==> src/hw/simd_alu_macros.svh <==
// SIMD ALU constants
// Word geometry, lane saturation limits and shift field width

`ifndef SIMD_ALU_MACROS_SVH
`define SIMD_ALU_MACROS_SVH

// Word and byte slice geometry
`define SIMD_XLEN    32
`define SIMD_BYTE    8
`define SIMD_NBYTES  4

// Signed saturation limits
`define SIMD_S8_MAX  8'h7f
`define SIMD_S8_MIN  8'h80
`define SIMD_S16_MAX 16'h7fff
`define SIMD_S16_MIN 16'h8000

// Unsigned add limits, all ones
`define SIMD_U8_MAX  8'hff
`define SIMD_U16_MAX 16'hffff

`define SIMD_SHAMT_W 4

`endif

==> src/hw/simd_alu_pkg.sv <==
// SIMD ALU package
// Operation and lane width encodings, data types, request/response
// bundles and the handshake states

`include "simd_alu_macros.svh"

package simd_alu_pkg;

  // Data word, one flag per byte slice, shift amount
  typedef logic [`SIMD_XLEN-1:0]    word_t;
  typedef logic [`SIMD_NBYTES-1:0]  byte_mask_t;
  typedef logic [`SIMD_SHAMT_W-1:0] shamt_t;

  typedef enum logic {
    W8,
    W16
  } lane_width_e;

  typedef enum logic [4:0] {
    // Wrapping
    ADD, SUB,
    // Halving, signed then unsigned
    RADD, URADD, RSUB, URSUB,
    // Saturating
    KADD, UKADD, KSUB, UKSUB,
    // Compares and min/max
    CMPEQ, SCMPLT, UCMPLT, SCMPLE, UCMPLE,
    SMIN, SMAX, UMIN, UMAX,
    // Lane shifts
    SRA, SRL, SLL
  } simd_op_e;

  typedef struct packed {
    simd_op_e    op;
    lane_width_e width;
    word_t       operand_a;
    word_t       operand_b;
  } simd_req_t;

  typedef struct packed {
    word_t result;
    logic  ov;
  } simd_rsp_t;

  typedef enum logic [1:0] {
    IDLE,
    CALC,
    ACK
  } hs_state_e;

endpackage

==> src/hw/simd_lane_adder.sv <==
// SIMD lane adder
// Byte-sliced add/subtract with carry chaining inside 16-bit lanes,
// plus halving and saturating result forms with per-lane clamp flags

`timescale 1ns/10ps
`include "simd_alu_macros.svh"

module simd_lane_adder
  import simd_alu_pkg::*;
#(
  parameter int NLANES8 = `SIMD_NBYTES
) (
  input  simd_op_e    op_i,
  input  lane_width_e width_i,
  input  word_t       operand_a_i,
  input  word_t       operand_b_i,
  output word_t       sum_o,
  output byte_mask_t  carry_o,
  output word_t       arith_result_o,
  output byte_mask_t  arith_ov_o
);

  localparam int BW = `SIMD_BYTE;

  // 16-bit limit patterns, 8-bit limits replicated in both halves
  localparam logic [2*BW-1:0] LIM_S8_MAX  = {2{`SIMD_S8_MAX}};
  localparam logic [2*BW-1:0] LIM_S8_MIN  = {2{`SIMD_S8_MIN}};
  localparam logic [2*BW-1:0] LIM_U8_MAX  = {2{`SIMD_U8_MAX}};
  localparam logic [2*BW-1:0] LIM_S16_MAX = `SIMD_S16_MAX;
  localparam logic [2*BW-1:0] LIM_S16_MIN = `SIMD_S16_MIN;
  localparam logic [2*BW-1:0] LIM_U16_MAX = `SIMD_U16_MAX;

  // Op decode, compares and min/max run as subtracts
  logic is_sub, is_unsigned, is_half, is_sat;

  assign is_sub      = op_i inside {SUB, RSUB, URSUB, KSUB, UKSUB, CMPEQ, SCMPLT, UCMPLT,
                                    SCMPLE, UCMPLE, SMIN, SMAX, UMIN, UMAX};
  assign is_unsigned = op_i inside {URADD, URSUB, UKADD, UKSUB};
  assign is_half     = op_i inside {RADD, URADD, RSUB, URSUB};
  assign is_sat      = op_i inside {KADD, UKADD, KSUB, UKSUB};

  //////////////////////////////////////////////////
  // Byte slices and carry chain
  //////////////////////////////////////////////////
  logic [NLANES8-1:0]         lane_low, lane_top, byte_cout;
  logic [NLANES8-1:0][BW-1:0] b_in;
  logic [NLANES8-1:0][BW:0]   byte_sum;
  word_t                      sum_w;

  always_comb begin
    for (int b = 0; b < NLANES8; b++) begin
      lane_low[b] = (width_i == W8) || (b % 2 == 0);
      lane_top[b] = (width_i == W8) || (b % 2 == 1);
      b_in[b]     = operand_b_i[BW*b +: BW] ^ {BW{is_sub}};
    end
  end

  for (genvar b = 0; b < NLANES8; b++) begin : gen_byte
    logic carry_in;

    // Lane low bytes take the subtract carry, others chain
    if (b == 0) begin : gen_first
      assign carry_in = is_sub;
    end else begin : gen_chain
      assign carry_in = lane_low[b] ? is_sub : byte_cout[b-1];
    end

    assign byte_sum[b] = {1'b0, operand_a_i[BW*b +: BW]} + {1'b0, b_in[b]} +
                         {{BW{1'b0}}, carry_in};
    assign byte_cout[b]        = byte_sum[b][BW];
    assign sum_w[BW*b +: BW]   = byte_sum[b][BW-1:0];
  end

  //////////////////////////////////////////////////
  // Wide lane result and overflow
  //////////////////////////////////////////////////
  // top_bit is bit n of the n+1 bit lane result, only meaningful in top bytes
  logic [NLANES8-1:0] top_bit, lane_ov;

  always_comb begin
    for (int b = 0; b < NLANES8; b++) begin
      if (is_unsigned) begin
        // Carry for add, borrow for subtract
        top_bit[b] = byte_cout[b] ^ is_sub;
        lane_ov[b] = top_bit[b];
      end else begin
        top_bit[b] = operand_a_i[BW*b+BW-1] ^ b_in[b][BW-1] ^ byte_cout[b];
        lane_ov[b] = top_bit[b] ^ sum_w[BW*b+BW-1];
      end
    end
  end

  // Halving: wide lane result shifted right by one
  word_t half_w;

  always_comb begin
    half_w = sum_w >> 1;
    for (int b = 0; b < NLANES8; b++) begin
      if (lane_top[b]) begin
        half_w[BW*b+BW-1] = top_bit[b];
      end
    end
  end

  // Saturation, each byte follows the clamp of its lane top byte
  word_t sat_w;

  always_comb begin
    int t;
    logic [2*BW-1:0] lim;
    for (int b = 0; b < NLANES8; b++) begin
      t = lane_top[b] ? b : b + 1;
      if (is_unsigned) begin
        lim = is_sub ? '0 : ((width_i == W8) ? LIM_U8_MAX : LIM_U16_MAX);
      end else if (top_bit[t]) begin
        lim = (width_i == W8) ? LIM_S8_MIN : LIM_S16_MIN;
      end else begin
        lim = (width_i == W8) ? LIM_S8_MAX : LIM_S16_MAX;
      end
      if (lane_ov[t]) begin
        sat_w[BW*b +: BW] = (b % 2 == 1) ? lim[2*BW-1:BW] : lim[BW-1:0];
      end else begin
        sat_w[BW*b +: BW] = sum_w[BW*b +: BW];
      end
    end
  end

  assign sum_o          = sum_w;
  assign carry_o        = byte_cout;
  assign arith_ov_o     = lane_top & lane_ov & {NLANES8{is_sat}};
  assign arith_result_o = is_half ? half_w : (is_sat ? sat_w : sum_w);

endmodule

==> src/hw/simd_lane_compare.sv <==
// SIMD lane compare
// Lane equality and less-than from the adder difference, compare
// masks and min/max lane selection

`timescale 1ns/10ps
`include "simd_alu_macros.svh"

module simd_lane_compare
  import simd_alu_pkg::*;
(
  input  simd_op_e    op_i,
  input  lane_width_e width_i,
  input  word_t       operand_a_i,
  input  word_t       operand_b_i,
  input  word_t       sum_i,
  input  byte_mask_t  carry_i,
  output word_t       cmp_result_o
);

  localparam int BW = `SIMD_BYTE;
  localparam int NB = `SIMD_NBYTES;

  logic is_signed, is_minmax;

  assign is_signed = op_i inside {SCMPLT, SCMPLE, SMIN, SMAX};
  assign is_minmax = op_i inside {SMIN, SMAX, UMIN, UMAX};

  //////////////////////////////////////////////////
  // Per-lane equal and less-than
  //////////////////////////////////////////////////
  byte_mask_t byte_zero, lane_eq, lane_lt;

  always_comb begin
    int lo;
    int hi;
    logic a_s;
    logic b_s;
    for (int b = 0; b < NB; b++) begin
      byte_zero[b] = (sum_i[BW*b +: BW] == '0);
    end
    for (int b = 0; b < NB; b++) begin
      lo = (width_i == W8) ? b : (b / 2) * 2;
      hi = (width_i == W8) ? b : (b / 2) * 2 + 1;
      lane_eq[b] = byte_zero[lo] & byte_zero[hi];
      a_s = operand_a_i[BW*hi+BW-1];
      b_s = operand_b_i[BW*hi+BW-1];
      // Same signs: the wide difference sign is the inverted carry
      if (a_s == b_s) begin
        lane_lt[b] = ~carry_i[hi];
      end else begin
        lane_lt[b] = is_signed ? a_s : b_s;
      end
    end
  end

  // Compare mask, also picks A for min/max
  byte_mask_t mask;

  always_comb begin
    unique case (op_i)
      CMPEQ:                      mask = lane_eq;
      SCMPLT, UCMPLT, SMIN, UMIN: mask = lane_lt;
      SCMPLE, UCMPLE:             mask = lane_lt | lane_eq;
      SMAX, UMAX:                 mask = ~lane_lt;
      default:                    mask = '0;
    endcase
  end

  //////////////////////////////////////////////////
  // Result forming
  //////////////////////////////////////////////////
  always_comb begin
    for (int b = 0; b < NB; b++) begin
      if (is_minmax) begin
        cmp_result_o[BW*b +: BW] = mask[b] ? operand_a_i[BW*b +: BW]
                                           : operand_b_i[BW*b +: BW];
      end else begin
        cmp_result_o[BW*b +: BW] = {BW{mask[b]}};
      end
    end
  end

endmodule

==> src/hw/simd_lane_shifter.sv <==
// SIMD lane shifter
// Word-wide right shift with lane masking and sign fill, left shifts
// done by bit reversal around the same shifter

`timescale 1ns/10ps
`include "simd_alu_macros.svh"

module simd_lane_shifter
  import simd_alu_pkg::*;
(
  input  simd_op_e    op_i,
  input  lane_width_e width_i,
  input  word_t       operand_a_i,
  input  shamt_t      shamt_i,
  output word_t       shift_result_o
);

  localparam int XLEN = `SIMD_XLEN;
  localparam int BW   = `SIMD_BYTE;

  function automatic word_t reverse_bits(input word_t w);
    word_t r;
    for (int i = 0; i < XLEN; i++) begin
      r[i] = w[XLEN-1-i];
    end
    return r;
  endfunction

  logic   is_left, is_arith;
  shamt_t amt;
  word_t  shift_in, shift_raw, lane_mask, sign_fill, shift_pre;

  assign is_left  = (op_i == SLL);
  assign is_arith = (op_i == SRA);

  // Byte lanes only use three amount bits
  assign amt = (width_i == W8) ? {1'b0, shamt_i[2:0]} : shamt_i;

  assign shift_in  = is_left ? reverse_bits(operand_a_i) : operand_a_i;
  assign shift_raw = shift_in >> amt;

  //////////////////////////////////////////////////
  // Lane masks
  //////////////////////////////////////////////////
  logic [2*BW-1:0] therm;

  always_comb begin
    // Top amt bits of each lane came from the lane above
    for (int i = 0; i < 2 * BW; i++) begin
      therm[2*BW-1-i] = (i >= int'(amt));
    end
    if (width_i == W8) begin
      lane_mask = {(XLEN/BW){therm[2*BW-1 -: BW]}};
    end else begin
      lane_mask = {(XLEN/(2*BW)){therm}};
    end
  end

  // Sign fill for arithmetic shifts
  always_comb begin
    logic s;
    for (int b = 0; b < XLEN / BW; b++) begin
      s = (width_i == W8) ? operand_a_i[BW*b+BW-1] : operand_a_i[2*BW*(b/2)+2*BW-1];
      sign_fill[BW*b +: BW] = {BW{is_arith & s}} & ~lane_mask[BW*b +: BW];
    end
  end

  assign shift_pre      = (shift_raw & lane_mask) | sign_fill;
  assign shift_result_o = is_left ? reverse_bits(shift_pre) : shift_pre;

endmodule

==> src/hw/simd_alu_handshake.sv <==
// SIMD ALU handshake stage
// Four-phase req/ack FSM that captures one request, selects the
// datapath result by operation group and holds the response

`timescale 1ns/10ps

module simd_alu_handshake
  import simd_alu_pkg::*;
(
  input  logic       clk_i,
  input  logic       rst_n_i,
  input  logic       req_i,
  input  simd_req_t  req_data_i,
  input  word_t      arith_result_i,
  input  byte_mask_t arith_ov_i,
  input  word_t      cmp_result_i,
  input  word_t      shift_result_i,
  output simd_req_t  cur_req_o,
  output logic       ack_o,
  output simd_rsp_t  rsp_o
);

  hs_state_e state_q, state_d;
  simd_req_t req_q;
  simd_rsp_t rsp_q, rsp_d;
  logic      capture, load;

  //////////////////////////////////////////////////
  // Handshake FSM
  //////////////////////////////////////////////////
  always_comb begin
    state_d = state_q;
    unique case (state_q)
      IDLE: begin
        if (req_i) begin
          state_d = CALC;
        end
      end
      // Datapath settles during this cycle
      CALC: state_d = ACK;
      ACK: begin
        if (!req_i) begin
          state_d = IDLE;
        end
      end
      default: state_d = IDLE;
    endcase
  end

  assign capture = (state_q == IDLE) && req_i;
  assign load    = (state_q == CALC);

  always_ff @(posedge clk_i) begin
    if (!rst_n_i) begin
      state_q <= IDLE;
    end else begin
      state_q <= state_d;
    end
  end

  always_ff @(posedge clk_i) begin
    if (capture) begin
      req_q <= req_data_i;
    end
  end

  //////////////////////////////////////////////////
  // Result select and response register
  //////////////////////////////////////////////////
  always_comb begin
    rsp_d.ov = 1'b0;
    unique case (req_q.op)
      ADD, SUB, RADD, URADD, RSUB, URSUB: rsp_d.result = arith_result_i;
      KADD, UKADD, KSUB, UKSUB: begin
        rsp_d.result = arith_result_i;
        rsp_d.ov     = |arith_ov_i;
      end
      SRA, SRL, SLL: rsp_d.result = shift_result_i;
      default:       rsp_d.result = cmp_result_i;
    endcase
  end

  always_ff @(posedge clk_i) begin
    if (!rst_n_i) begin
      rsp_q <= '0;
    end else if (load) begin
      rsp_q <= rsp_d;
    end
  end

  assign cur_req_o = req_q;
  assign ack_o     = (state_q == ACK);
  assign rsp_o     = rsp_q;

endmodule

==> src/hw/simd_alu_top.sv <==
// SIMD ALU top level
// Handshake stage feeding the lane adder, compare and shifter

`timescale 1ns/10ps
`include "simd_alu_macros.svh"

module simd_alu_top
  import simd_alu_pkg::*;
(
  input  logic      clk_i,
  input  logic      rst_n_i,
  input  logic      req_i,
  input  simd_req_t req_data_i,
  output logic      ack_o,
  output simd_rsp_t rsp_o
);

  simd_req_t  cur_req;
  word_t      sum, arith_result, cmp_result, shift_result;
  byte_mask_t carry, arith_ov;

  simd_alu_handshake u_handshake (
    .clk_i          (clk_i),
    .rst_n_i        (rst_n_i),
    .req_i          (req_i),
    .req_data_i     (req_data_i),
    .arith_result_i (arith_result),
    .arith_ov_i     (arith_ov),
    .cmp_result_i   (cmp_result),
    .shift_result_i (shift_result),
    .cur_req_o      (cur_req),
    .ack_o          (ack_o),
    .rsp_o          (rsp_o)
  );

  simd_lane_adder #(
    .NLANES8 (`SIMD_NBYTES)
  ) u_adder (
    .op_i           (cur_req.op),
    .width_i        (cur_req.width),
    .operand_a_i    (cur_req.operand_a),
    .operand_b_i    (cur_req.operand_b),
    .sum_o          (sum),
    .carry_o        (carry),
    .arith_result_o (arith_result),
    .arith_ov_o     (arith_ov)
  );

  // Compare reuses the adder difference
  simd_lane_compare u_compare (
    .op_i         (cur_req.op),
    .width_i      (cur_req.width),
    .operand_a_i  (cur_req.operand_a),
    .operand_b_i  (cur_req.operand_b),
    .sum_i        (sum),
    .carry_i      (carry),
    .cmp_result_o (cmp_result)
  );

  simd_lane_shifter u_shifter (
    .op_i           (cur_req.op),
    .width_i        (cur_req.width),
    .operand_a_i    (cur_req.operand_a),
    .shamt_i        (cur_req.operand_b[`SIMD_SHAMT_W-1:0]),
    .shift_result_o (shift_result)
  );

endmodule

==> config.mk <==
export PLATFORM = sky130hd
export DESIGN_NAME = simd_alu_top
export DESIGN_NICKNAME = d
export VERILOG_FILES = /design/src/hw/simd_alu_pkg.sv /design/src/hw/simd_lane_adder.sv /design/src/hw/simd_lane_compare.sv /design/src/hw/simd_lane_shifter.sv /design/src/hw/simd_alu_handshake.sv /design/src/hw/simd_alu_top.sv
export VERILOG_INCLUDE_DIRS = /design/src /design/src/hw
export SDC_FILE = /design/constraint.sdc
export NUM_CORES = 1
export LEC_CHECK = 0
export ABC_CLOCK_PERIOD_IN_PS = 7960
export BUFFER_PORTS_ARGS = -buffer_cell sky130_fd_sc_hd__buf_4
export CORE_ASPECT_RATIO = 1.25
export CORE_MARGIN = 5
export CORE_UTILIZATION = 35
export CTS_CLUSTER_DIAMETER = 120
export DETAILED_ROUTE_END_ITERATION = 16
export MAX_ROUTING_LAYER = met4
export PLACE_DENSITY_LB_ADDON = 0.2
export SYNTH_ARGS = -nofsm -noshare
export SYNTH_HDL_FRONTEND = slang
export SYNTH_SLANG_ARGS = --single-unit
==> constraint.sdc <==
create_clock -name clk_i -period 7.96 [get_ports clk_i]
set_clock_uncertainty 0.15 [all_clocks]
set_input_delay 0.796 -clock clk_i [delete_from_list [all_inputs] [get_ports clk_i]]
set_output_delay 0.796 -clock clk_i [all_outputs]
set_load 0.02 [all_outputs]
# Word-level counts from Yosys, hierarchy flattened
# Index checks and enable logic that the tools add are counted.
# op_classes
addsub	12
magnitude_cmp	21
eq_ne	29
shift	1
n_mux	103
bitwise_logic	47
reduce_logical	21
# ops
op	n
2-to-1 mux 8 bit	18
< comparator 32 x 4 -> 1 bit (second input constant)	4
2-to-1 mux 32 bit	4
2-to-1 mux 16 bit	5
< comparator 32 x 7 -> 1 bit (second input constant)	2
case mux 32 bit (2 select lines)	1
subtractor 32 x 2 -> 32 bit (second input constant)	2
2-to-1 mux 1 bit	55
== test 5 x 4 -> 1 bit (second input constant)	8
adder 8 x 8 -> 9 bit	4
adder 9 x 1 -> 9 bit	4
adder 32 x 5 -> 32 bit (second input constant)	1
bitwise AND 32 bit	1
bitwise AND 8 bit	4
logical NOT 8 bit	4
inverter 8 bit	4
OR 32 bit	1
>> shifter 32 x 4 -> 32 bit	1
bitwise XOR 8 bit	4
== test 5 bit (second input constant)	6
>= comparator 4 bit (first input constant)	7
2-to-1 mux 24 bit	1
binary-select mux 1 bit (select 2 bit)	10
binary-select mux 1 bit (select 5 bit)	4
31 further kinds	79
# word_totals
regBits	105
in_bits	73
wordCells	241

# Longest topological paths before layout
# Gate-level depths: netlist of run 1.
# depth
ltp_word	18
mapped_depth	26
depth_no_buf	22

# Modules after synthesis
# A second synthesis of run 1 with hierarchy kept.
# hier_totals
hier_cells	1210
hier_area_um2	10581.4
# modules_own_cells
module	instances	cells_each	area_per_inst_um2
simd_alu_handshake	1	280	3927.5
simd_lane_adder	1	393	2808.9
simd_lane_shifter	1	339	2615.0
simd_lane_compare	1	198	1229.9

# Least setup slack after synthesis of run 1
# Ideal clock, no wire load.
# synth_path
path_type	input port to flip-flop
start	input req_i
end	register u_handshake.req_q, in the netlist u_handshake.cur_req_o[0], enable pin
setup_ns	0.600
arrival_ns	5.884
setup_slack_ns	1.327
cell_stages	1
path_buffers	0
path_cell_list	nor3b_1
# synth_between
elab_chain_len	1
# synth_lines
element	line_no	source
start, declared	simd_alu_top.sv:12	input logic req_i,
logical AND 1 bit	simd_alu_handshake.sv:50	assign capture = (state_q == IDLE) && req_i;
end signal, assigned	simd_alu_handshake.sv:63	req_q <= req_data_i;
end, declared	simd_alu_handshake.sv:24	simd_req_t req_q;
# Every way passes these cells.
# A chain may end at the register's enable or synchronous reset.

# Final worst setup path of run 1
# layout_path
start	register u_handshake.req_q, in the netlist u_handshake.cur_req_o[69]
end	register u_handshake.rsp_q, in the netlist u_handshake.rsp_o[23]
# layout_between
elab_chain_len	18
elab_cells_between_ends	112
# layout_lines
element	line_no	source
parallel branches: the longest is 17 deep, another holds adder 8 x 8 -> 9 bit	n/a	
case mux 32 bit (2 select lines) (*)	simd_alu_handshake.sv:72	unique case (req_q.op)
end signal, assigned	simd_alu_handshake.sv:87	rsp_q <= rsp_d;
end, declared	simd_alu_handshake.sv:25	simd_rsp_t rsp_q, rsp_d;
# Every way passes the cells marked *. The select of a mux whose other input is x is not followed.

==> results of run 1 <==
[cell type report]
cell class | count | area (um2) | area share
multi-input cells | 968 | 6860 | 0.596
flip-flops and latches | 105 | 2800 | 0.244
repair buffers | 138 | 1040 | 0.0901
well taps | 355 | 444 | 0.0386
clock buffers | 9 | 225 | 0.0196
inverters | 22 | 82.6 | 0.00718
clock inverters | 7 | 53.8 | 0.00468
[final timing paths]
kind	to	slack (ns)	cells past startpoint
worst max register to register	u_handshake.rsp_o[23]$_SDFFE_PN0N_	0.59	24
worst min-delay path	u_handshake.rsp_o[0]$_SDFFE_PN0N_	0.33	2
worst min register to register	u_handshake.rsp_o[0]$_SDFFE_PN0N_	0.33	2
worst max-delay path	u_handshake.rsp_o[23]$_SDFFE_PN0N_	0.59	24
[stage by stage]
step                      instance area, um2  hold WS, ns  instances  power, uW
after CTS                              11500        0.335       1604       2130
final                                  11500        0.330       1604       2140
after detailed placement               11200        0.324       1588       1670
after global routing                   11500        0.356       1604       2240
after floorplan                        10000        0.391       1175       1340
after global placement                 11200        0.310       1588       1670
[layer usage]
layer / wire (um) / global-route usage
met1: 17100 / 0.332
met2: 20400 / 0.436
met3: 3100 / 0.0369
met4: 2760 / 0.157
met5: 0 / -
[critical path, delay by kind of cell, from the launching register on]
family,cells,cell delay [ns]
xor gates and xnor gates,1,0.27
DFF,1,0.61
and+or+nand+nor,5,1.36
adders and majority gates,3,0.91
AOI/OAI and AO/OA,11,3.13
buffers and inverters,4,0.79
[repair_timing]
| action | in CTS | in global routing |
|---|---|---|
| buffers inserted | 0 | 0 |
| resized for setup | 0 | 1 |
| endpoints found under the setup margin | 0 | 4 |
| endpoints found under the hold margin | 0 | 0 |
[sequential cells by signal, summed over array words and instances (netlist names)]
| register | cells |
|---|---|
| u_handshake.rsp_o | 33 |
| u_handshake.cur_req_o | 70 |
| u_handshake.state_q | 2 |
[where the power goes]
group,internal [uW],total [uW],switching (uW)
Clock,216,454,237
Combinational,379,998,619
Sequential,627,689,61.3
Total,1220,2140,918
[kinds of logic (layout without fill, tap and decap cells)]
group | Yosys count | in the layout | synth area share
flops | 105 | 105 | 0.279
buf+inv | 102 | 176 | 0.0395
xor+xnor | 62 | 62 | 0.0541
simple gates | 372 | 372 | 0.181
compound gates | 421 | 421 | 0.282
fa+ha+maj | 34 | 34 | 0.0469
mux | 79 | 79 | 0.117
[cell usage in the layout (no fill, tap or decap), types with 17 or more instances in the layout]
cell and count:
a211oi_1 17, nor2b_1 23, dfxtp_1 35, mux2_2 17, nor2_1 97, o21ai_0 101
buf_4 138, xor2_1 40, nand3_1 31, inv_1 20, nor3_1 23, a31oi_1 24
xnor2_1 22, a21o_1 17, edfxtp_1 70, mux2i_1 30, mux4_2 29, nand2b_1 28
nand2_1 98, a21oi_1 92, ha_1 28
==> run_results.csv, run 1 <==
group,metric,value,unit
clock_network,cts_tree,"done",
placement,post-dp-hpwl,32500,um
worst_setup_path,path_cells,"nor2b_1, o21ai_1, nand2b_2, buf_4, xor2_1, fa_1, a21o_1, a221oi_2, o21ai_1, inv_1, a21oi_1, fa_1, inv_1, fa_1, nor2b_1, o211ai_1, a221oi_2, buf_4, a211o_1, nand2_1, a211oi_2, nor2_1, o21ai_0, a31oi_1",
worst_setup_path,worstPathRequired,8.05,ns
yosys,yosys.area.top_type,"edfxtp_1",
routing,drcViolationCount,0,
yosys,synthesis.instances,1175,
sta,drv_slew,0,
die,die_h,199,um
worst_setup_path,critPathKind,"reg2reg",
routing,drt_iter0_drc,1177,
sta,rsz0062_at_grt,"no",
clock_network,clock_path_buffers,2,
yosys,yosysMostFrequentCell,"o21ai_0",
worst_setup_path,max_stage_delay,0.64,ns
yosys,syn_area,10000,um2
yosys,synth.distinct_cells,82,
die,die_x,161,um
worst_setup_path,crit_slowest_cell,"a211oi_2",
yosys,netlist_top_cells_area,"edfxtp_1 (21%), dfxtp_1 (7.0%), mux4_2 (6.5%)",
cells_and_area,drive_gt1_frac,0.186,
grt,grt_pass1_wl,64000,um
clock_network,ctsRootBufferMaster,"clkbuf_16",
yosys,netlist_top_cells_count,"o21ai_0 (102), nand2_1 (98), nor2_1 (98)",
routing,postRouteAntennaNets,0,
worst_setup_path,cp_max_fo,17,
sta,setup_ws,0.594,ns
routing,via_per_inst,6.46,
clock_network,h-tree-depth,3,
worst_setup_path,start_kind,"flop",
yosys,synth_nets,1282,
die,ioPinCount,107,
sta,max-slew-margin-rel,0.212,
min_path,min_path_type,"reg2reg",
grt,grt_pass1_vias,9968,
run_status,status,"complete, no violations",
worst_setup_path,rr_startpoint,"u_handshake.cur_req_o[69]$_DFFE_PP_",
placement,place_congestion,0.996,
cells_and_area,diodes,0,
sta,finalSetupTns,0,ns
sta,clock.fmax,136,MHz
die,row_count,69,
die,start_util,0.353,
routing,routedWlPerCell,27.1,um
placement,dpl_worst_slack,0.525,ns
clock_network,clk_latency,0.38,ns
pwr,ir_worst_vdd,0.0925,mV
routing,via_count,10400,
cells_and_area,utilization,0.405,
sta,setup_viol,0,
yosys,synth-seq-area-share,0.279,
clock_network,tritoncts.num_buffers,9,
grt,grt_usage,0.273,
yosys,synthFlopType,"edfxtp_1",
grt,grt_max_degree,72,
yosys,synth-async-reset-ratio,0,
cells_and_area,nFillCells,2872,
routing,drt-total-wl,43400,um
cells_and_area,finalNetCount,1351,
grt,overflow,0,
pwr,p_per_area,186,nW/um2
worst_setup_path,cp.arrival,7.46,ns
die,coreArea,28400,um2
yosys,synth_top_area_share,0.209,
worst_setup_path,cpMostUsedCell,"fa_1",
pwr,leakage,0.00429,uW
clock_network,cts.sinks,105,
cells_and_area,syn_to_final_growth,14.6,%
sta,max_slew.worst_pin.slew,1.15,ns
die,die_area,32200,um2
sta,fin_crit_sh,0.925,
clock_network,clk_pin_slew,0.08,ns
yosys,ys_seq_elements,105,
yosys,synth_edf_count,70,
yosys,yosys_warnings,0,
routing,dr.pass1.iters,5,
grt,antenna_found_initial,0,
worst_setup_path,cp-startpoint,"u_handshake.cur_req_o[69]$_DFFE_PP_",
yosys,avgSynthCellArea,8.54,um2
min_path,min-delay-start,"u_handshake.rsp_o[0]$_SDFFE_PN0N_",
sta,layout_min_cycle_time,7.37,ns
job,cap_violations,0,
placement,portBuffers,106,
worst_setup_path,endpoint_kind,"flop",
sta,hold_viol,0,
clock_network,cts_hold_buf,0,
(Power assumes the default switching activity.)
==> inputs of run 2 (changes only) <==
--- a/config.mk
+++ b/config.mk
@@ -8,13 +8,13 @@
 export LEC_CHECK = 0
 export ABC_CLOCK_PERIOD_IN_PS = 7960
 export BUFFER_PORTS_ARGS = -buffer_cell sky130_fd_sc_hd__buf_4
-export CORE_ASPECT_RATIO = 1.25
 export CORE_MARGIN = 5
 export CORE_UTILIZATION = 35
 export CTS_CLUSTER_DIAMETER = 120
 export DETAILED_ROUTE_END_ITERATION = 16
 export MAX_ROUTING_LAYER = met4
 export PLACE_DENSITY_LB_ADDON = 0.2
+export RECOVER_POWER = 25
 export SYNTH_ARGS = -nofsm -noshare
 export SYNTH_HDL_FRONTEND = slang
 export SYNTH_SLANG_ARGS = --single-unit
==> run 2 against run 1 <==
Register-to-register slack worse by 0.096 ns; cell count up 2.0%; sequential cell count unchanged; setup slack worse by 0.096 ns.
==> run_results.csv, run 2 (same netlist as run 1, synthesis figures left out) <==
group,metric,value,unit
run_status,status,"complete, no violations",
placement,post-dp-hpwl,32500,um
routing,via_count,10400,
placement,portBuffers,106,
cells_and_area,drive_gt1_frac,0.186,
sta,rsz0062_at_grt,"no",
die,coreArea,28500,um2
worst_setup_path,start_kind,"flop",
sta,layout_min_cycle_time,7.46,ns
worst_setup_path,path_delay_family,"compound AO/OA/AOI/OAI gates",
clock_network,cts_hold_buf,0,
worst_setup_path,critPathBufInv,2,
sta,drv_slew,0,
die,ioPinCount,107,
worst_setup_path,crit_slowest_cell,"a221oi_2",
cells_and_area,finalNetCount,1354,
grt,grt_max_degree,45,
sta,clock.fmax,134,MHz
clock_network,clk_latency,0.37,ns
placement,placed_area,11300,um2
clock_network,ctsResizeCount,0,
job,cap_violations,0,
routing,drt_iter0_drc,1289,
clock_network,clk_pin_slew,0.08,ns
pwr,p_per_area,183,nW/um2
die,row_count,62,
grt,grt_pass1_vias,9619,
clock_network,cts_tree,"done",
clock_network,cts_setup_buffers,0,
sta,setup_viol,0,
pwr,ir_worst_vdd,0.0917,mV
grt,grt_pass1_wl,62600,um
routing,dr.pass1.iters,6,
worst_setup_path,worstPathRequired,8.06,ns
cells_and_area,diodes,0,
placement,place_congestion,1.02,
routing,drt-total-wl,42600,um
sta,finalSetupTns,0,ns
worst_setup_path,cp.arrival,7.56,ns
cells_and_area,syn_to_final_growth,15.2,%
die,die_h,179,um
clock_network,cts.sinks,105,
min_path,min_path_type,"reg2reg",
grt,antenna_found_initial,1,
worst_setup_path,cp_max_fo,16,
die,die_area,32200,um2
die,start_util,0.352,
sta,max_slew.worst_pin.slew,1.04,ns
worst_setup_path,max_stage_delay,0.67,ns
routing,postRouteAntennaNets,0,
worst_setup_path,critPathKind,"reg2reg",
sta,fin_crit_sh,0.937,
pwr,leakage,0.00430,uW
routing,via_per_inst,6.33,
routing,routedWlPerCell,26.0,um
sta,hold_viol,0,
die,die_x,179,um
cells_and_area,design_area,11600,um2
worst_setup_path,path_cells,"nand2b_1, a21oi_1, nand2b_2, xor2_1, ha_1, and3_1, a221oi_2, o21ai_0, inv_1, a21oi_1, fa_1, inv_1, fa_1, nor2b_1, o211ai_1, a221oi_2, a211o_1, nand2_1, a211oi_2, nor2_1, nor3_1, a41oi_1",
clock_network,ctsRootBufferMaster,"clkbuf_16",
cells_and_area,largest_register_ffs,70,
cells_and_area,most-common-layout-cells,"o21ai_0 (102), nand2_1 (98), nor2_1 (97)",
grt,overflow,0,
cells_and_area,final_common_cell,"o21ai_0",
worst_setup_path,endpoint_kind,"flop",
sta,max-slew-margin-rel,0.300,
clock_network,tritoncts.num_buffers,9,
routing,drcViolationCount,0,
grt,grt_usage,0.270,
clock_network,h-tree-depth,3,
clock_network,clock_path_buffers,2,
==> run 2: cell types whose count changed in the layout (fill, tap and decap cells not counted), sizes merged <==
cell / previous run / this run
buf: 138 / 89
clkbuf: 9 / 61
clkinv: 4 / 3
inv: 25 / 26
==> run 2: routing by layer <==
metal,GRT usage,routed length (um)
met5,-,0
met1,0.362,18100
met3,0.0378,3310
met4,0.111,1970
met2,0.413,19200
==> run 2: final timing paths <==
kind | start | end | slack, ns | depth (start not counted)
max | u_handshake.cur_req_o[66]$_DFFE_PP_ | u_handshake.rsp_o[20]$_SDFFE_PN0N_ | 0.50 | 22
min | u_handshake.rsp_o[0]$_SDFFE_PN0N_ | u_handshake.rsp_o[0]$_SDFFE_PN0N_ | 0.32 | 2
max reg2reg | u_handshake.cur_req_o[66]$_DFFE_PP_ | u_handshake.rsp_o[20]$_SDFFE_PN0N_ | 0.50 | 22
min reg2reg | u_handshake.rsp_o[0]$_SDFFE_PN0N_ | u_handshake.rsp_o[0]$_SDFFE_PN0N_ | 0.32 | 2
==> run 2: area by class of cell <==
class	instances	area [um2]
flip-flops and latches	105	2800
fillers	2970	17000
clock buffers	9	225
repair buffers	141	1060
clock inverters	7	51.3
inverters	22	82.6
well taps	384	480
multi-input cells	968	6860
==> run 2: power by group <==
| part | switching, uW | total (uW) | internal, uW |
|---|---|---|---|
| logic | 609 | 986 | 377 |
| clock network | 231 | 447 | 216 |
| registers | 59.8 | 687 | 627 |
==> run 2: worst register-to-register path, delay by kind of cell, from the launching register on <==
family,cells,cell delay (ns)
AO/OA/AOI/OAI,9,3.19
AND/OR/NAND/NOR,7,1.94
adder cells (fa/ha/maj),3,1.07
flip-flops,1,0.58
buffers and inverters,2,0.24
XOR/XNOR,1,0.15
==> run 2: stage by stage <==
step	instances	power (uW)	util	hold WS [ns]	setup WS (ns)
after global routing	1636	2230	0.405	0.344	0.0213
after global placement	1620	1660	0.395	0.306	0.916
after detailed placement	1620	1660	0.395	0.310	0.711
final	1636	2120	0.405	0.320	0.499
after floorplan	1175	1340	-	0.391	1.33
after CTS	1636	2120	0.405	0.322	0.670
==> inputs of run 3 (changes only) <==
--- a/config.mk
+++ b/config.mk
@@ -6,12 +6,12 @@
 export SDC_FILE = /design/constraint.sdc
 export NUM_CORES = 1
 export LEC_CHECK = 0
-export ABC_CLOCK_PERIOD_IN_PS = 7960
-export BUFFER_PORTS_ARGS = -buffer_cell sky130_fd_sc_hd__buf_4
+export ABC_CLOCK_PERIOD_IN_PS = 7200
 export CORE_MARGIN = 5
 export CORE_UTILIZATION = 35
 export CTS_CLUSTER_DIAMETER = 120
 export DETAILED_ROUTE_END_ITERATION = 16
+export DONT_BUFFER_PORTS = 1
 export MAX_ROUTING_LAYER = met4
 export PLACE_DENSITY_LB_ADDON = 0.2
 export RECOVER_POWER = 25
==> constraint.sdc (replaced) <==
create_clock -name clk_i -period 7.2 [get_ports clk_i]
set_clock_uncertainty 0.15 [all_clocks]
set_input_delay 0.72 -clock clk_i [delete_from_list [all_inputs] [get_ports clk_i]]
set_output_delay 0.72 -clock clk_i [all_outputs]
set_load 0.02 [all_outputs]
==> run 3 against run 2 <==
Hold slack worse by 0.040 ns; design area down 5.8%; total power up 8.9%; critical path depth up 1; setup slack better by 0.028 ns; combinational power up 6%; critical path type unchanged; sequential cell count unchanged; sequential share of layout area up 1.5 points; utilization down 2.3 points; sequential power up 13%; register-to-register slack better by 0.03 ns; die area unchanged.
==> run_results.csv, run 3 (same netlist as run 1, synthesis figures left out) <==
group,metric,value,unit
run_status,status,"complete, no violations",
worst_setup_path,critPathBufInv,3,
die,die_x,179,um
placement,dpl.cell_count,1528,
cells_and_area,finalNetCount,1262,
sta,fin_crit_sh,0.927,
routing,postRouteAntennaNets,0,
routing,via_per_inst,6.45,
cells_and_area,final_common_cell,"o21ai_0",
clock_network,ctsRootBufferMaster,"clkbuf_16",
die,row_count,62,
worst_setup_path,endpoint_kind,"flop",
clock_network,cts_tree,"done",
clock_network,cts.sinks,105,
die,die_h,179,um
worst_setup_path,rrSetupSlack,0.53,ns
grt,grt_pass1_wl,62600,um
sta,max-slew-margin-rel,0.297,
worst_setup_path,max_stage_delay,0.55,ns
grt,grt_pass1_vias,9284,
pwr,power,2310,uW
die,coreArea,28500,um2
worst_setup_path,worstPathRequired,7.29,ns
routing,routedWlPerCell,27.8,um
grt,grt_usage,0.272,
die,ioPinCount,107,
die,die_area,32200,um2
grt,antenna_found_initial,0,
sta,layout_min_cycle_time,6.67,ns
worst_setup_path,path_cells,"inv_1, a21oi_1, nand2b_2, buf_4, xnor2_1, fa_1, a21o_1, a221oi_1, o21ai_0, nor2_1, nor2_1, fa_1, inv_1, fa_1, nor2b_1, o31ai_1, a22oi_1, a21boi_0, nand3b_1, o31ai_1, a221oi_1, nor3_1, a21oi_1",
placement,portBuffers,0,
clock_network,cts_hold_buf,0,
pwr,ir_worst_vdd,0.108,mV
worst_setup_path,reg2reg_to,"u_handshake.rsp_o[9]$_SDFFE_PN0N_",
worst_setup_path,critPathKind,"reg2reg",
routing,drt-total-wl,42900,um
sta,finalSetupTns,0,ns
worst_setup_path,cp_max_fo,11,
grt,grt_max_degree,72,
worst_setup_path,crit_slowest_cell,"edfxtp_1",
min_path,min_path_type,"in2reg",
pwr,p_per_area,212,nW/um2
sta,hold_viol,0,
worst_setup_path,cp-startpoint,"u_handshake.cur_req_o[68]$_DFFE_PP_",
sta,max_slew.worst_pin.slew,1.05,ns
pwr,leakage,0.00386,uW
cells_and_area,largest_register_ffs,70,
cells_and_area,final_cells,1545,
clock_network,h-tree-depth,3,
sta,clock.fmax,150,MHz
cells_and_area,syn_to_final_growth,8.53,%
worst_setup_path,path_delay_family,"compound AO/OA/AOI/OAI gates",
sta,drv_slew,0,
sta,rsz0062_at_grt,"no",
cells_and_area,nFillCells,3006,
worst_setup_path,cpMostUsedCell,"fa_1",
clock_network,clock_path_buffers,2,
die,start_util,0.352,
worst_setup_path,start_kind,"flop",
cells_and_area,drive_gt1_frac,0.124,
routing,via_count,9968,
worst_setup_path,rr_startpoint,"u_handshake.cur_req_o[68]$_DFFE_PP_",
worst_setup_path,crit_path_end,"u_handshake.rsp_o[9]$_SDFFE_PN0N_",
routing,drcViolationCount,0,
grt,overflow,0,
worst_setup_path,rr_worst_depth,23,
placement,post-dp-hpwl,32900,um
clock_network,clk_pin_slew,0.09,ns
clock_network,tritoncts.num_buffers,9,
routing,dr.pass1.iters,5,
placement,place_congestion,1.02,
cells_and_area,most-common-layout-cells,"o21ai_0 (101), nand2_1 (98), nor2_1 (97)",
job,cap_violations,0,
worst_setup_path,path_depth,23,
sta,setup_viol,0,
worst_setup_path,cp.arrival,6.76,ns
clock_network,clk_latency,0.38,ns
routing,drt_iter0_drc,1256,
-- run 3: timing repair --
item                                    4_1_cts  5_1_grt
buffers inserted                              0        0
endpoints found under the setup margin        0       24
resized for setup                             0        4
-- run 3: worst register-to-register path, cell delays in order, from the launching register on --
cell and delay, ns:
edfxtp_1 0.55, inv_1 0.12, a21oi_1 0.31, nand2b_2 0.20, buf_4 0.19, xnor2_1 0.13, fa_1 0.44, a21o_1 0.21
a221oi_1 0.49, o21ai_0 0.28, nor2_1 0.21, nor2_1 0.07, fa_1 0.39, inv_1 0.08, fa_1 0.20, nor2b_1 0.07
o31ai_1 0.45, a22oi_1 0.33, a21boi_0 0.21, nand3b_1 0.44, o31ai_1 0.39, a221oi_1 0.09, nor3_1 0.42, a21oi_1 0.12
-- run 3: per-layer routing --
layer  track usage  vias up  wire length, um
met2         0.395      497            18700
li1              -     4455                -
met4         0.128        0             2390
met5             -        -                0
met3        0.0550      111             3670
met1         0.364     4905            18200
-- run 3: worst min-delay path by stage --
stage | from | end | slack, ns | cells after the start
2_1_floorplan | u_handshake.rsp_o[0]$_SDFFE_PN0N_ | u_handshake.rsp_o[0]$_SDFFE_PN0N_ | 0.39 | 2
3_3_place_gp | u_handshake.rsp_o[0]$_SDFFE_PN0N_ | u_handshake.rsp_o[0]$_SDFFE_PN0N_ | 0.41 | 2
3_5_place_dp | u_handshake.rsp_o[0]$_SDFFE_PN0N_ | u_handshake.rsp_o[0]$_SDFFE_PN0N_ | 0.42 | 2
4_1_cts | req_data_i[33] | u_handshake.cur_req_o[33]$_DFFE_PP_ | 0.27 | 0
5_1_grt | req_data_i[56] | u_handshake.cur_req_o[56]$_DFFE_PP_ | 0.27 | 0
6_report | req_data_i[33] | u_handshake.cur_req_o[33]$_DFFE_PP_ | 0.28 | 0
-- run 3: final cells by class --
type / instances / area, um2 / share of cell area
diodes: 1 / 2.50 / 0.000230
clock buffers: 10 / 229 / 0.0210
clock inverters: 6 / 43.8 / 0.00402
inverters: 22 / 82.6 / 0.00758
multi-input cells: 968 / 6880 / 0.632
flip-flops and latches: 105 / 2800 / 0.257
well taps: 384 / 480 / 0.0441
repair buffers: 49 / 368 / 0.0338
-- run 3: power by group --
group          internal [uW]  switching [uW]  total, uW
clock network            237             249        485
logic                    392             656       1050
registers                694            82.3        776
-- run 3: stage by stage --
| step | instance area [um2] | hold slack (ns) | worst slack (ns) | utilization |
|---|---|---|---|---|
| 3_5_place_dp | 10600 | 0.415 | 0.301 | 0.371 |
| 6_report | 10900 | 0.280 | 0.527 | 0.382 |
| 2_1_floorplan | 10000 | 0.391 | 0.643 | - |
| 3_3_place_gp | 10600 | 0.410 | 0.563 | 0.371 |
| 4_1_cts | 10900 | 0.273 | 0.256 | 0.381 |
| 5_1_grt | 10900 | 0.269 | 0.0164 | 0.381 |
